### src/logic/search_cfg.svh
`ifndef SEARCH_CFG_SVH
`define SEARCH_CFG_SVH

// Block width shared by message, key and ciphertext
`define SEARCH_W 64

// One Feistel half, also the width of each round key
`define HALF_W (`SEARCH_W/2)

// Left rotate applied inside the round function
// Must stay below HALF_W
`define ROT_AMT 7

`endif

### src/logic/search_data_pkg.sv
`include "search_cfg.svh"

package search_data_pkg;

    // Full width block, message or cipher text
    typedef logic [`SEARCH_W-1:0] block_t;

    // One Feistel half, same width as a round key
    typedef logic [`HALF_W-1:0] half_t;

    // Candidate moving down the pipeline
    typedef struct packed {
        logic   valid; // Qualifies the rest of the struct
        logic   last;  // Final candidate of the LFSR period
        block_t msg;   // Source message, never modified
        block_t blk;   // Working block, enciphered stage by stage
    } cand_t;

endpackage

### src/logic/search_ctrl_pkg.sv
package search_ctrl_pkg;

    // States of the candidate counter
    typedef enum logic [2:0] {
        cnt_idle     = 3'h0, // Seed and polynomial follow the inputs
        cnt_first    = 3'h1, // Seed itself goes out
        cnt_working  = 3'h2, // Stepping the LFSR
        cnt_paused   = 3'h3,
        cnt_finished = 3'h4  // Period exhausted
    } cnt_state_e;

    typedef logic [31:0] count_t; // Candidate and hit counters

    // Status seen from outside the search engine
    typedef struct packed {
        logic   done;  // Last candidate has left the match stage
        count_t tried; // Valid candidates compared so far
        count_t hits;  // Matches against the target
    } search_status_t;

endpackage

### src/logic/lfsr_counter.sv
`timescale 1ns/100ps
`include "search_cfg.svh"

// Galois LFSR candidate source
// Walks one full period starting from the seed and stops before the seed recurs
module lfsr_counter
    import search_data_pkg::*, search_ctrl_pkg::*;
(
    input  logic       clk,
    input  logic       rst_n,         // Synchronous, active low
    input  logic       start,         // Level, sampled in idle
    input  logic       pause,         // Holds the source while high
    input  logic       reset_counter, // Abort, back to idle from any state
    input  block_t     seed,
    input  block_t     polynomial,
    output cand_t      cand,          // Combinational from state and register
    output cnt_state_e state
);

    cnt_state_e next_state;

    block_t lfsr_reg;  // Current LFSR value
    block_t lfsr_next; // Value after one step
    block_t seed_reg;  // Start point, also end of period marker
    block_t poly_reg;  // Feedback taps

    logic load_cfg; // Copy seed and polynomial in
    logic step;     // Advance the LFSR
    logic emit;     // Current register goes out as a candidate
    logic wrap;     // Next step lands on the seed again

    // One right shift, bit 0 fed back into the tapped positions and into the MSB
    function automatic block_t lfsr_step(input block_t cur, input block_t poly);
        block_t nxt;
        nxt[`SEARCH_W-1] = cur[0];
        for (int i = 0; i < `SEARCH_W-1; i++) begin
            nxt[i] = poly[i] ? (cur[i+1] ^ cur[0]) : cur[i+1];
        end
        return nxt;
    endfunction

    assign lfsr_next = lfsr_step(lfsr_reg, poly_reg);
    assign wrap      = (lfsr_next == seed_reg);

    always_ff @(posedge clk) begin // State register
        if (!rst_n) begin
            state <= cnt_idle;
        end else begin
            state <= next_state;
        end
    end

    // Next state and control strobes
    always_comb begin
        next_state = state;
        load_cfg   = 1'b0;
        step       = 1'b0;
        emit       = 1'b0;

        case (state)
            cnt_idle: begin
                load_cfg = 1'b1; // Follow the inputs until start
                if (start) begin
                    next_state = cnt_first;
                end
            end
            cnt_first: begin
                emit = 1'b1; // Seed is the first candidate
                step = 1'b1;
                // Period of one, e.g. all zero seed
                next_state = wrap ? cnt_finished : cnt_working;
            end
            cnt_working: begin
                if (pause) begin
                    next_state = cnt_paused; // Register holds, nothing emitted
                end else begin
                    emit = 1'b1;
                    step = 1'b1;
                    if (wrap) begin
                        next_state = cnt_finished; // Seed would come next
                    end
                end
            end
            cnt_paused: begin
                if (!pause) begin
                    next_state = cnt_working;
                end
            end
            cnt_finished: begin
                next_state = cnt_finished; // Wait for an abort
            end
            default: begin
                next_state = cnt_idle;
            end
        endcase

        // Abort wins over everything else
        if (reset_counter) begin
            next_state = cnt_idle;
            emit       = 1'b0;
            step       = 1'b0;
        end
    end

    always_ff @(posedge clk) begin // LFSR datapath
        if (load_cfg) begin
            lfsr_reg <= seed;
        end else if (step) begin
            lfsr_reg <= lfsr_next;
        end
    end

    always_ff @(posedge clk) begin
        if (load_cfg) begin
            seed_reg <= seed;
            poly_reg <= polynomial;
        end
    end

    always_comb begin
        cand.valid = emit;
        cand.last  = emit & wrap; // Successor equals the seed
        cand.msg   = lfsr_reg;
        cand.blk   = lfsr_reg;    // Plain text enters the rounds
    end

    // No candidate may leave while the source is held or exhausted
    a_quiet_states: assert property (
        @(posedge clk) disable iff (!rst_n)
        (state inside {cnt_paused, cnt_finished}) |-> !cand.valid
    ) else $error("lfsr_counter emitted a candidate in state %s", state.name());

endmodule

### src/logic/feistel_round.sv
`timescale 1ns/100ps
`include "search_cfg.svh"

// One registered Feistel round
// The source message and flags ride along with the block
module feistel_round
    import search_data_pkg::*;
(
    input  logic  clk,
    input  logic  rst_n,
    input  half_t round_key,
    input  cand_t in_cand,
    output cand_t out_cand
);

    half_t left_h;  // Upper half of the incoming block
    half_t right_h; // Lower half
    half_t f_out;   // Round function result

    // Key mix, then add a rotated copy of itself
    function automatic half_t round_f(input half_t r, input half_t k);
        half_t t;
        half_t t_rot;
        t     = r ^ k;
        t_rot = {t[`HALF_W-`ROT_AMT-1:0], t[`HALF_W-1:`HALF_W-`ROT_AMT]};
        return t + t_rot; // Wraps modulo 2^HALF_W
    endfunction

    assign left_h  = in_cand.blk[`SEARCH_W-1:`HALF_W];
    assign right_h = in_cand.blk[`HALF_W-1:0];
    assign f_out   = round_f(right_h, round_key);

    always_ff @(posedge clk) begin
        if (!rst_n) begin
            out_cand.valid <= 1'b0;
        end else begin
            out_cand.valid <= in_cand.valid;
        end
    end

    // Payload, follows valid
    always_ff @(posedge clk) begin
        out_cand.last <= in_cand.last;
        out_cand.msg  <= in_cand.msg;
        out_cand.blk  <= {right_h, left_h ^ f_out}; // Swap halves
    end

    // Exactly one cycle through this stage, nothing dropped or created
    a_one_cycle: assert property (
        @(posedge clk) disable iff (!rst_n)
        out_cand.valid == $past(in_cand.valid)
    ) else $error("feistel_round valid out of step with its input");

endmodule

### src/logic/match_stage.sv
`timescale 1ns/100ps

// Compares the enciphered block with the target and keeps the search status
module match_stage
    import search_data_pkg::*, search_ctrl_pkg::*;
(
    input  logic           clk,
    input  logic           rst_n,
    input  logic           reset_counter, // Clears counters and done
    input  logic           start,         // New search, also clears
    input  block_t         target,
    input  cand_t          in_cand,
    output logic           hit,           // One cycle pulse
    output block_t         hit_msg,       // Valid together with hit
    output search_status_t status
);

    logic is_match; // Valid candidate equal to the target
    logic clear;

    assign is_match = in_cand.valid && (in_cand.blk == target);
    assign clear    = start | reset_counter;

    always_ff @(posedge clk) begin // Hit pulse
        if (!rst_n) begin
            hit <= 1'b0;
        end else begin
            hit <= is_match;
        end
    end

    always_ff @(posedge clk) begin
        if (is_match) begin
            hit_msg <= in_cand.msg; // Message that enciphers to the target
        end
    end

    always_ff @(posedge clk) begin // Status counters
        if (!rst_n) begin
            status <= '0;
        end else if (clear) begin
            status <= '0;
        end else if (in_cand.valid) begin
            status.tried <= status.tried + 1'b1;
            if (is_match) begin
                status.hits <= status.hits + 1'b1;
            end
            if (in_cand.last) begin
                status.done <= 1'b1; // Sticky until cleared
            end
        end
    end

    // A hit only follows a valid candidate one cycle earlier
    a_hit_has_cand: assert property (
        @(posedge clk) disable iff (!rst_n)
        hit |-> $past(in_cand.valid)
    ) else $error("match_stage hit without a valid candidate");

endmodule

### src/logic/search_top.sv
`timescale 1ns/100ps
`include "search_cfg.svh"

// Search pipeline: candidate source, two cipher rounds, match
// Three cycles from a candidate leaving the source to its match result
module search_top
    import search_data_pkg::*, search_ctrl_pkg::*;
(
    input  logic           clk,
    input  logic           rst_n,
    input  logic           start,
    input  logic           pause,
    input  logic           reset_counter,
    input  block_t         seed,
    input  block_t         polynomial,
    input  block_t         key,
    input  block_t         target,       // Ciphertext to look for
    output logic           hit,
    output block_t         hit_msg,
    output search_status_t status,
    output cnt_state_e     cnt_state
);

    cand_t cand_src; // Counter to round 0
    cand_t cand_r0;  // Round 0 to round 1
    cand_t cand_r1;  // Round 1 to match

    half_t key_r0;
    half_t key_r1;

    assign key_r0 = key[`SEARCH_W-1:`HALF_W]; // Upper half first
    assign key_r1 = key[`HALF_W-1:0];

    lfsr_counter lfsr_counter_inst (
        .clk           (clk),
        .rst_n         (rst_n),
        .start         (start),
        .pause         (pause),
        .reset_counter (reset_counter),
        .seed          (seed),
        .polynomial    (polynomial),
        .cand          (cand_src),
        .state         (cnt_state)
    );

    feistel_round round0 (
        .clk       (clk),
        .rst_n     (rst_n),
        .round_key (key_r0),
        .in_cand   (cand_src),
        .out_cand  (cand_r0)
    );

    feistel_round round1 (
        .clk       (clk),
        .rst_n     (rst_n),
        .round_key (key_r1),
        .in_cand   (cand_r0),
        .out_cand  (cand_r1)
    );

    match_stage match_stage_inst (
        .clk           (clk),
        .rst_n         (rst_n),
        .reset_counter (reset_counter),
        .start         (start),
        .target        (target),
        .in_cand       (cand_r1),
        .hit           (hit),
        .hit_msg       (hit_msg),
        .status        (status)
    );

endmodule

### config.mk
export PLATFORM = sky130hd
export DESIGN_NAME = search_top
export DESIGN_NICKNAME = d
export VERILOG_FILES = /design/src/logic/search_data_pkg.sv /design/src/logic/search_ctrl_pkg.sv /design/src/logic/lfsr_counter.sv /design/src/logic/feistel_round.sv /design/src/logic/match_stage.sv /design/src/logic/search_top.sv
export VERILOG_INCLUDE_DIRS = /design/src /design/src/logic
export SDC_FILE = /design/constraint.sdc
export NUM_CORES = 1
export LEC_CHECK = 0
export BUFFER_PORTS_ARGS = -buffer_cell sky130_fd_sc_hd__buf_2
export CORE_ASPECT_RATIO = 0.6
export CORE_MARGIN = 2
export CORE_UTILIZATION = 30
export DETAILED_ROUTE_END_ITERATION = 16
export PLACE_DENSITY_LB_ADDON = 0.08
export SYNTH_ARGS = -nofsm -noshare
export SYNTH_HDL_FRONTEND = slang
export SYNTH_SLANG_ARGS = --single-unit
### constraint.sdc
create_clock -name clk -period 18.75 [get_ports clk]
set_input_delay 2.8125 -clock clk [delete_from_list [all_inputs] [get_ports clk]]
set_output_delay 2.8125 -clock clk [all_outputs]
set_load 0.005 [all_outputs]
==> impl_metrics.py, run 1 <==
metrics = {
    "synthesis": {
        "synth_area_mm2": 0.0225,
        "yosys_warnings": 0,
        "synthCells": 1879,
        "seq_area_frac_synth": 0.604,
        "synth_area_per_cell_um2": 12.0,
        "synth_edf_count": 255,
        "ys_types": 79,
        "synth_flop_cell": "dfxtp_1",
        "synth_nets": 2191,
        "ys_seq_elements": 552,
        "async_flop_share": 0,
    },
    "route": {
        "remaining_drc_errors": 0,
        "antenna_left": 0,
        "dr.pass1.iters": 5,
        "via_count": 15500,
        "wire_per_inst_um": 23.9,
        "wirelength_um": 79800,
        "drt_first_iter_violations": 1285,
        "routed_via_density": 4.65,
    },
    "layout": {
        "top_regs": "round1.out_cand (130), round0.out_cand (98), match_stage_inst.status (65)",
        "multi_input_area_mm2": 0.00864,
        "synthToLayoutAreaGrowth_pct": 22.0,
        "max_flop_register": "round1.out_cand",
        "largest_reg_flops": 130,
        "nNetsFinal": 2608,
        "drive_above_1_share": 0.222,
        "nFillCells": 7435,
        "final_util": 0.371,
        "ff_latch_area_mm2": 0.0136,
    },
    "critical_path": {
        "startpoint_type": "input port",
        "timing_worst_setup_path_type": "in -> reg",
        "critPathCaptureType": "register",
        "worstPathMaxFanout": 5,
        "reg2reg_depth": 12,
        "cp_data_required_time_ns": 19.25,
        "worstPathArrival_ns": 6.29,
    },
    "clock_tree": {
        "clk_pin_slew_ns": 0.06,
        "postCtsResizedCells": 0,
        "cts_setup_buffers": 0,
        "cts_tree": "yes",
        "max-clock-path-buffers": 3,
        "cts_sinks": 552,
        "htreeDepth": 2,
        "insertion_delay_ns": 0.63,
        "cts_hold_buf": 0,
        "cts_root_buf": "clkbuf_16",
        "cts_buffers": 56,
    },
    "die": {
        "core_area_mm2": 0.0740,
        "ios": 394,
        "dieArea_mm2": 0.0774,
        "die_h_um": 216,
        "dieWidth_um": 358,
        "start_util": 0.305,
        "fp-row-count": 77,
    },
    "sta": {
        "slew_violations": 0,
        "fin_tns_setup_ns": 0,
        "fmaxAchievable_mhz": 172,
        "rsz0062_at_grt": "false",
        "worst_pin_slew_ns": 1.10,
        "relSlewSlack": 0.269,
        "hold_viol_final": 0,
        "finalCritPeriodShare": 0.309,
        "fin_crit_ns": 5.80,
        "skew_ns": 0.0189,
        "layout_setup_ws_ns": 12.95,
        "setup_viol": 0,
    },
    "power": {
        "switching_share": 0.363,
        "p_int_mw": 2.75,
        "p_clk_frac": 0.263,
        "p_seq_frac": 0.390,
        "p_leak_nw": 11.0,
        "total_power_mw": 4.32,
        "power.switching_mw": 1.57,
        "p_comb_frac": 0.347,
        "peakVddDrop_v": 0.0000853,
        "power_density_mw_per_mm2": 157,
    },
    "hold_path": {
        "worst_hold_path.num_cells": 0,
        "worstHoldPathType": "reg -> reg",
    },
    "global_routing": {
        "grtUsageMet3": 0.0473,
        "grt_overflow_total": 0,
        "grt_pass1_wl_um": 112000,
        "use_met2": 0.275,
        "met1_usage": 0.324,
        "grt_pass1_vias": 15300,
        "grt_use_total": 0.203,
        "grt_max_degree": 79,
        "grt.busiest_layer": "met1",
        "antenna_found_initial": 12,
    },
    "placement": {
        "io_buffer_count": 392,
        "gp_congestion": 0.887,
        "post-place-ws_ns": 12.40,
        "hpwlAfterDp_um": 63500,
    },
    "run_status": {
        "run_status": "finished, final reports clean",
    },
    "run": {
        "maxCapViolCount": 0,
    },
}
## placed cells by master, fill, tap and decap left out, drive strengths merged, types with 5 or more instances in the layout
| master | Yosys | routed |
|---|---|---|
| diode | 0 | 5 |
| nor2b | 23 | 23 |
| buf | 7 | 400 |
| o31ai | 7 | 7 |
| or2 | 5 | 5 |
| nor2 | 151 | 151 |
| o21bai | 5 | 5 |
| clkinv | 0 | 12 |
| nand2 | 130 | 130 |
| a2111o | 5 | 5 |
| and2 | 6 | 6 |
| xnor2 | 167 | 167 |
| nor4 | 17 | 17 |
| a21o | 35 | 35 |
| a221oi | 6 | 6 |
| dfxtp | 297 | 297 |
| o21ai | 47 | 47 |
| nand2b | 7 | 7 |
| a21oi | 129 | 129 |
| or3 | 18 | 18 |
| maj3 | 9 | 9 |
| and4 | 5 | 5 |
| nand3 | 32 | 32 |
| and3 | 22 | 22 |
| inv | 38 | 39 |
| o22ai | 13 | 13 |
| nor3 | 18 | 18 |
| clkbuf | 34 | 86 |
| a31oi | 9 | 9 |
| edfxtp | 255 | 255 |
| ha | 51 | 51 |
| nand4 | 34 | 34 |
| xor2 | 247 | 247 |
## worst max-delay path: stages
cell	delay [ns]
buf_2	0.11
xor2_1	0.69
ha_1	0.44
a21o_1	0.21
a21o_1	0.20
a21o_1	0.18
a31oi_1	0.15
o21ai_0	0.11
a31o_2	0.28
a311oi_2	0.48
o21ai_2	0.17
a41oi_1	0.34
xnor2_1	0.12
## stage by stage
step           hold WS [ns]  std cells  instance area, um2
2_1_floorplan         0.310       1879               22500
3_3_place_gp          0.313       3225               25600
3_5_place_dp          0.312       3225               25600
4_1_cts               0.323       3331               27500
5_1_grt               0.325       3333               27500
6_report              0.322       3336               27500
## routing by layer
layer | vias up | wire length (um)
li1 | 7462 | -
met4 | 2 | 1270
met2 | 451 | 31500
met1 | 7504 | 41700
met3 | 80 | 5370
met5 | - | 11
## final cells by class
| class | instances | share of cell area |
|---|---|---|
| Timing Repair Buffer | 400 | 0.0736 |
| Sequential cell | 552 | 0.495 |
| Clock inverter | 20 | 0.00742 |
| Inverter | 38 | 0.00528 |
| Clock buffer | 86 | 0.0593 |
| Antenna cell | 5 | 0.000455 |
| Tap cell | 987 | 0.0449 |
| Multi-Input combinational cell | 1248 | 0.314 |
## cells in the mapped netlist, types with 3 or more instances
cell | instances | area [um2]
and2_1 | 6 | 37.5
a21oi_1 | 128 | 641
o31ai_1 | 6 | 45.0
nor3_1 | 12 | 60.1
nand2_1 | 130 | 488
nor2_1 | 151 | 567
nor3_2 | 5 | 50.1
nand2b_1 | 7 | 43.8
or3_1 | 18 | 113
o21ai_0 | 43 | 215
o21ai_1 | 3 | 15.0
xnor2_1 | 167 | 1460
a21o_1 | 34 | 255
clkbuf_1 | 34 | 128
xor2_1 | 245 | 2150
and4_1 | 5 | 43.8
a2111o_1 | 5 | 56.3
a31o_2 | 4 | 35.0
buf_1 | 3 | 11.3
ha_1 | 51 | 638
a221oi_1 | 5 | 43.8
nand3_1 | 32 | 160
nand4_1 | 33 | 206
dfxtp_1 | 297 | 5950
and3_1 | 22 | 138
edfxtp_1 | 255 | 7660
a22oi_1 | 4 | 30.0
a31oi_1 | 8 | 50.1
or2_2 | 4 | 25.0
o211ai_1 | 4 | 30.0
o221ai_1 | 3 | 26.3
inv_1 | 38 | 143
nor2b_1 | 23 | 144
o21a_1 | 3 | 22.5
nor4_1 | 15 | 93.8
maj3_1 | 7 | 70.1
o21bai_1 | 4 | 30.0
o22ai_1 | 13 | 81.3
## logic make-up (layout without fill, tap and decap cells)
| kind of cell | after synthesis | count (layout) | synth area share |
|---|---|---|---|
| compound gates | 301 | 301 | 0.0865 |
| xor+xnor | 415 | 415 | 0.163 |
| fa+ha+maj | 60 | 60 | 0.0324 |
| buf+inv | 79 | 544 | 0.0138 |
| flops | 552 | 552 | 0.604 |
| mux | 2 | 2 | 0.000889 |
| other cells | 0 | 5 | 0 |
| simple gates | 470 | 470 | 0.100 |
## power by group through the flow
stage / Sequential (mW) / Clock (mW) / Combinational (mW)
floorplan: 1.60 / 0 / 1.05
global placement: 1.71 / 0 / 1.48
detailed placement: 1.72 / 0 / 1.48
CTS: 1.69 / 1.17 / 1.49
global route: 1.70 / 1.22 / 1.63
finish: 1.68 / 1.14 / 1.50
## final timing paths
path	from	to	slack, ns
hold reg to reg	round0.out_cand[103]$_DFF_P_	round1.out_cand[103]$_DFF_P_	0.32
setup reg to reg	lfsr_counter_inst.lfsr_reg[1]$_DFFE_PP_	round0.out_cand[29]$_DFF_P_	14.68
setup / recovery	key[2]	round1.out_cand[30]$_DFF_P_	12.95
hold / removal	round0.out_cand[103]$_DFF_P_	round1.out_cand[103]$_DFF_P_	0.32
(Power assumes the default switching activity.)
==> run 2: changes to the inputs <==
- ABC_AREA: not set -> 1
- clock period: 18.75 -> 5.2 ns (I/O delays scaled with it)
==> run 2 against run 1 <==
Net effect:
- sequential share of layout area fell by 5.4 points
- critical path type is now reg -> reg
- worst setup slack got worse by 11 ns
- critical endpoint is now round0.out_cand[29]$_DFF_P_
- sequential power rose to 3.7 times the previous value
- synthesized area rose by 14%
- core utilization fell by 0.93 points
- clock skew rose by 0.027 ns
- critical path depth fell by 1
- synthesized cell count rose by 59%
- sequential cell count did not move
- routed wire length rose by 37%
- cell area rose by 12%
==> impl_metrics.py, run 2 <==
metrics = {
    "placement": {
        "dp.cells": 4498,
        "io_buffer_count": 392,
        "hpwlAfterDp_um": 90200,
        "gp_congestion": 0.957,
        "placed_cell_area_mm2": 0.0291,
        "post-place-ws_ns": 1.51,
    },
    "layout": {
        "stdcell_count": 4608,
        "final_area_mm2": 0.0309,
        "final_util": 0.362,
        "synthToLayoutAreaGrowth_pct": 19.9,
        "largest_reg_flops": 130,
        "max_flop_register": "round1.out_cand",
        "nNetsFinal": 3720,
        "layout_common_cells": "nand2_1 (746), buf_2 (392), inv_1 (361), nor2_1 (318), dfxtp_1 (297)",
        "top_regs": "round1.out_cand (130), round0.out_cand (98), match_stage_inst.status (65)",
        "drive_above_1_share": 0.150,
        "final_common_cell": "nand2_1",
        "nFillCells": 8827,
    },
    "clock_tree": {
        "max-clock-path-buffers": 3,
        "cts_root_buf": "clkbuf_16",
        "cts_sinks": 552,
        "postCtsResizedCells": 0,
        "cts_hold_buf": 0,
        "cts_setup_buffers": 0,
        "cts_tree": "yes",
        "clk_pin_slew_ns": 0.07,
        "cts_buffers": 55,
        "htreeDepth": 2,
        "insertion_delay_ns": 0.66,
    },
    "sta": {
        "skew_ns": 0.0457,
        "fin_tns_setup_ns": 0,
        "setup_viol": 0,
        "finalCritPeriodShare": 0.672,
        "hold_viol_final": 0,
        "rsz0062_at_grt": "false",
        "layout_setup_ws_ns": 1.71,
        "fmaxAchievable_mhz": 286,
        "relSlewSlack": 0.278,
        "worst_pin_slew_ns": 1.08,
        "fin_crit_ns": 3.49,
        "slew_violations": 0,
    },
    "power": {
        "p_clk_frac": 0.241,
        "peakVddDrop_v": 0.000270,
        "switching_share": 0.430,
        "p_int_mw": 9.59,
        "p_comb_frac": 0.393,
        "power.switching_mw": 7.23,
        "p_seq_frac": 0.365,
        "power_density_mw_per_mm2": 545,
        "p_leak_nw": 13.9,
    },
    "critical_path": {
        "ff2ff_setup_slack_ns": 1.71,
        "critPathCaptureType": "register",
        "worstPathMaxFanout": 5,
        "worstPathArrival_ns": 4.02,
        "startpoint_type": "register",
        "timing_worst_setup_path_type": "reg -> reg",
        "cp_data_required_time_ns": 5.72,
    },
    "route": {
        "drt_first_iter_violations": 1996,
        "wirelength_um": 110000,
        "dr.pass1.iters": 7,
        "antenna_left": 0,
        "remaining_drc_errors": 0,
        "wire_per_inst_um": 23.8,
        "via_count": 21900,
        "routed_via_density": 4.75,
    },
    "synthesis": {
        "synth.top_cell.area_share": 0.297,
        "synth_most_common_cell": "nand2_1",
        "yosys.area_share.adder": 0.0248,
        "seq_area_frac_synth": 0.528,
        "synth_edf_count": 255,
        "synth_area_per_cell_um2": 8.60,
        "synth_area_mm2": 0.0257,
        "ys_top_cells_by_count": "nand2_1 (747), inv_1 (362), nor2_1 (321)",
        "ys_seq_elements": 552,
        "netlist_top_cells_area": "edfxtp_1 (30%), dfxtp_1 (23%), nand2_1 (11%), xor2_1 (6.0%), inv_1 (5.3%)",
        "synth-xor-area-share": 0.0796,
        "synthMuxAreaShare": 0,
        "yosysTopAreaCell": "edfxtp_1",
        "synth_top_family_by_area": "simple AND/OR/NAND/NOR gates",
        "synth-simple-area-share": 0.240,
        "async_flop_share": 0,
        "synth_compound_area_frac": 0.0653,
        "ys_types": 41,
        "yosys_warnings": 0,
        "synth_flop_cell": "dfxtp_1",
        "synthCells": 2995,
        "synth_nets": 3307,
    },
    "global_routing": {
        "met1_usage": 0.384,
        "grt_max_degree": 70,
        "grt_use_total": 0.243,
        "antenna_found_initial": 7,
        "grtUsageMet3": 0.0663,
        "use_met2": 0.318,
        "grt.busiest_layer": "met1",
        "grt_pass1_vias": 20700,
        "grt_overflow_total": 0,
        "grt_pass1_wl_um": 151000,
    },
    "die": {
        "die_h_um": 231,
        "core_area_mm2": 0.0853,
        "dieArea_mm2": 0.0883,
        "fp-row-count": 83,
        "ios": 394,
        "start_util": 0.302,
        "dieWidth_um": 382,
    },
    "hold_path": {
        "worstHoldPathType": "in -> reg",
    },
    "run": {
        "maxCapViolCount": 0,
    },
    "run_status": {
        "run_status": "finished, final reports clean",
    },
}
run 2: cell count changes after synthesis, moves of 19 or more:
cell / previous run / this run
nor2_1: 151 / 321
a31oi_1: 8 / 82
nor2b_1: 23 / 0
xnor2_1: 167 / 57
o21ai_0: 43 / 62
and3_1: 22 / 2
nand4_1: 33 / 67
a21o_1: 34 / 3
nand3b_1: 0 / 27
xor2_1: 245 / 175
nor3_1: 12 / 54
inv_1: 38 / 362
nand2_1: 130 / 747
nand3_1: 32 / 180
run 2: final timing paths:
path / from / to / cells past startpoint
max: lfsr_counter_inst.lfsr_reg[11]$_DFFE_PP_ / round0.out_cand[29]$_DFF_P_ / 12
min: polynomial[43] / lfsr_counter_inst.poly_reg[43]$_DFFE_PP_ / 1
min reg2reg: round0.out_cand[97]$_DFF_P_ / round1.out_cand[97]$_DFF_P_ / 0
max reg2reg: lfsr_counter_inst.lfsr_reg[11]$_DFFE_PP_ / round0.out_cand[29]$_DFF_P_ / 12
run 2: layout make-up:
type,instances,area [um2],share of cell area
sequential,552,13600,0.441
multi-input combinational,2030,10600,0.342
timing repair buffer,405,2100,0.0679
clock buffer,74,1530,0.0496
tap,1147,1440,0.0465
inverter,364,1370,0.0444
clock inverter,30,277,0.00895
antenna,6,15.0,0.000486
run 2: worst max-delay path, stage by stage (launching register included):
cell,delay (ns)
edfxtp_1,0.62
xor2_1,0.62
ha_1,0.41
a21oi_1,0.17
inv_1,0.07
a31oi_1,0.47
o21ai_0,0.27
a21oi_1,0.16
o21ai_0,0.24
nand2_1,0.15
nand3_1,0.08
nand2_1,0.08
inv_1,0.04
run 2: cells by family (layout without fill, tap and decap cells):
logic type | after synthesis | count (layout)
adder cells (fa/ha/maj) | 51 | 51
flip-flops | 552 | 552
XOR/XNOR | 233 | 233
AND/OR/NAND/NOR | 1451 | 1451
buffers and inverters | 413 | 873
AO/OA/AOI/OAI | 295 | 295
other | 0 | 6
run 2: power by group through the flow:
stage | Combinational (mW) | Sequential [mW] | Clock [mW]
finish | 6.62 | 6.14 | 4.06
global route | 7.26 | 6.21 | 4.34
CTS | 6.49 | 6.15 | 4.18
detailed placement | 6.46 | 6.25 | 0
global placement | 6.51 | 6.25 | 0
floorplan | 4.13 | 5.73 | 0
run 2: routing by layer:
metal | up-vias | wire [um]
met5 | - | 0
met2 | 737 | 41100
met4 | 0 | 2190
met3 | 114 | 10000
met1 | 10300 | 56300
li1 | 10700 | -
run 2: stage by stage:
step | hold WS (ns) | total power [mW]
2_1_floorplan | 0.310 | 9.85
3_3_place_gp | 0.312 | 12.8
3_5_place_dp | 0.312 | 12.7
4_1_cts | 0.257 | 16.8
5_1_grt | 0.265 | 17.8
6_report | 0.294 | 16.8
==> run 3: changes to the inputs <==
- clock period: 5.2 -> 3.3 ns (I/O delays scaled with it)
==> run 3 against run 2 <==
Net effect:
- first-iteration DRC count grew 4.6%
- maximum frequency grew 18%
- worst hold slack lost 0.25 ns
- sequential share of layout area shrank 1.5 points
- core utilization grew 1.3 points
- combinational power grew 72%
- global-route usage grew 0.67 points
- register-to-register slack lost 1.4 ns
- die area is the same
- critical path depth grew 1
==> impl_metrics.py, run 3 (synthesized netlist as in run 2, its figures left out) <==
metrics = {
    "run_status": {
        "run_status": "finished, final reports clean",
    },
    "placement": {
        "placed_cell_area_mm2": 0.0297,
        "post-place-ws_ns": 0.335,
        "io_buffer_count": 392,
        "gp_congestion": 0.956,
        "hpwlAfterDp_um": 94000,
    },
    "die": {
        "dieArea_mm2": 0.0883,
        "core_area_mm2": 0.0853,
        "ios": 394,
        "die_h_um": 231,
        "fp-row-count": 83,
        "start_util": 0.302,
        "dieWidth_um": 382,
    },
    "route": {
        "drt_first_iter_violations": 2088,
        "wirelength_um": 113000,
        "routed_via_density": 4.78,
        "dr.pass1.iters": 6,
        "remaining_drc_errors": 0,
        "antenna_left": 0,
        "via_count": 22600,
        "wire_per_inst_um": 23.8,
    },
    "sta": {
        "slew_violations": 0,
        "rsz0062_at_grt": "false",
        "setup_viol": 0,
        "layout_setup_ws_ns": 0.335,
        "finalCritPeriodShare": 0.898,
        "holdWs_ns": 0.0478,
        "worst_pin_slew_ns": 0.898,
        "relSlewSlack": 0.401,
        "fin_crit_ns": 2.96,
        "hold_viol_final": 0,
        "fmaxAchievable_mhz": 337,
        "skew_ns": 0.0341,
    },
    "critical_path": {
        "crit_start": "lfsr_counter_inst.lfsr_reg[11]$_DFFE_PP_",
        "r2r_start": "lfsr_counter_inst.lfsr_reg[11]$_DFFE_PP_",
        "critPathCaptureType": "register",
        "cp_data_required_time_ns": 3.82,
        "worstPathArrival_ns": 3.49,
        "worstPathMaxFanout": 5,
        "startpoint_type": "register",
        "timing_worst_setup_path_type": "reg -> reg",
    },
    "power": {
        "peakVddDrop_v": 0.000460,
        "power_density_mw_per_mm2": 859,
        "p_leak_nw": 14.5,
        "total_power_mw": 27.4,
    },
    "layout": {
        "multi_input_area_mm2": 0.0106,
        "synthToLayoutAreaGrowth_pct": 24.1,
        "drive_above_1_share": 0.167,
        "final_area_mm2": 0.0319,
        "final_common_cell": "nand2_1",
        "layout_common_cells": "nand2_1 (746), buf_2 (392), inv_1 (361), nor2_1 (318), dfxtp_1 (295)",
        "nNetsFinal": 3844,
        "largest_reg_flops": 130,
        "top_regs": "round1.out_cand (130), round0.out_cand (98), match_stage_inst.status (65)",
        "ff_latch_area_mm2": 0.0136,
        "max_flop_register": "round1.out_cand",
        "nFillCells": 8761,
        "final_util": 0.375,
    },
    "clock_tree": {
        "max-clock-path-buffers": 3,
        "cts_sinks": 552,
        "clk_pin_slew_ns": 0.07,
        "postCtsResizedCells": 0,
        "cts_buffers": 55,
        "htreeDepth": 2,
        "insertion_delay_ns": 0.65,
        "cts_tree": "yes",
        "cts_root_buf": "clkbuf_16",
    },
    "hold_path": {
        "worstHoldPathType": "in -> reg",
        "hp-start": "polynomial[58]",
    },
    "global_routing": {
        "antenna_found_initial": 10,
        "grt_use_total": 0.249,
        "grt_pass1_wl_um": 155000,
        "grt_overflow_total": 0,
        "grt_max_degree": 133,
        "grt_pass1_vias": 21100,
    },
    "run": {
        "maxCapViolCount": 0,
    },
}
==> run 3: cell count changes in the layout (fill, tap and decap cells not counted), moves of 3 or more <==
cell           delta
buf_4            +72
clkbuf_8          +3
clkinv_2          -7
diode_2           -4
dlygate4sd3_1    +50
inv_4             +6
==> run 3: per-layer routing <==
| metal | vias to the layer above | wire (um) | track usage |
|---|---|---|---|
| met1 | 10700 | 59300 | 0.398 |
| met3 | 112 | 10300 | 0.0774 |
| met4 | 2 | 2010 | 0.0496 |
| li1 | 11000 | - | - |
| met2 | 787 | 41100 | 0.317 |
| met5 | - | 7 | 0 |
==> run 3: area by class of cell <==
| type | count | share of cell area |
|---|---|---|
| flip-flops and latches | 552 | 0.426 |
| multi-input cells | 2030 | 0.331 |
| repair buffers | 529 | 0.0995 |
| clock buffers | 77 | 0.0493 |
| well taps | 1147 | 0.0449 |
| inverters | 364 | 0.0428 |
| clock inverters | 26 | 0.00662 |
| diodes | 2 | 0.000157 |
==> run 3: worst paths after layout <==
kind / to / slack (ns) / cells after the start
max: round0.out_cand[29]$_DFF_P_ / 0.34 / 13
min: lfsr_counter_inst.poly_reg[58]$_DFFE_PP_ / 0.05 / 1
max reg2reg: round0.out_cand[29]$_DFF_P_ / 0.34 / 13
min reg2reg: round1.out_cand[101]$_DFF_P_ / 0.33 / 0
==> run 3: report_power, final <==
part,internal [mW],switching (mW)
logic,3.74,7.68
clock network,3.45,2.90
registers,8.45,1.21
==> run 3: timing repair <==
item / in CTS / in global routing
endpoints found under the hold margin: 50 / 0
setup buffers: 0 / 0
hold buffers: 50 / 0
==> run 3: worst max-delay path: stages (launching register included) <==
cell and delay [ns]:
edfxtp_1 0.61, xor2_1 0.51, ha_1 0.39, a21oi_1 0.16, inv_1 0.09, a31oi_1 0.15
buf_4 0.17, o21ai_0 0.10, a21oi_1 0.13, o21ai_0 0.19, nand2_1 0.15, nand3_1 0.07
nand2_1 0.07, inv_1 0.04
==> run 3: stage by stage <==
stage               std cells  TNS [ns]
floorplan                2995    -29.45
global placement         4572         0
detailed placement       4572         0
CTS                      4725         0
global route             4725         0
finish                   4727         0
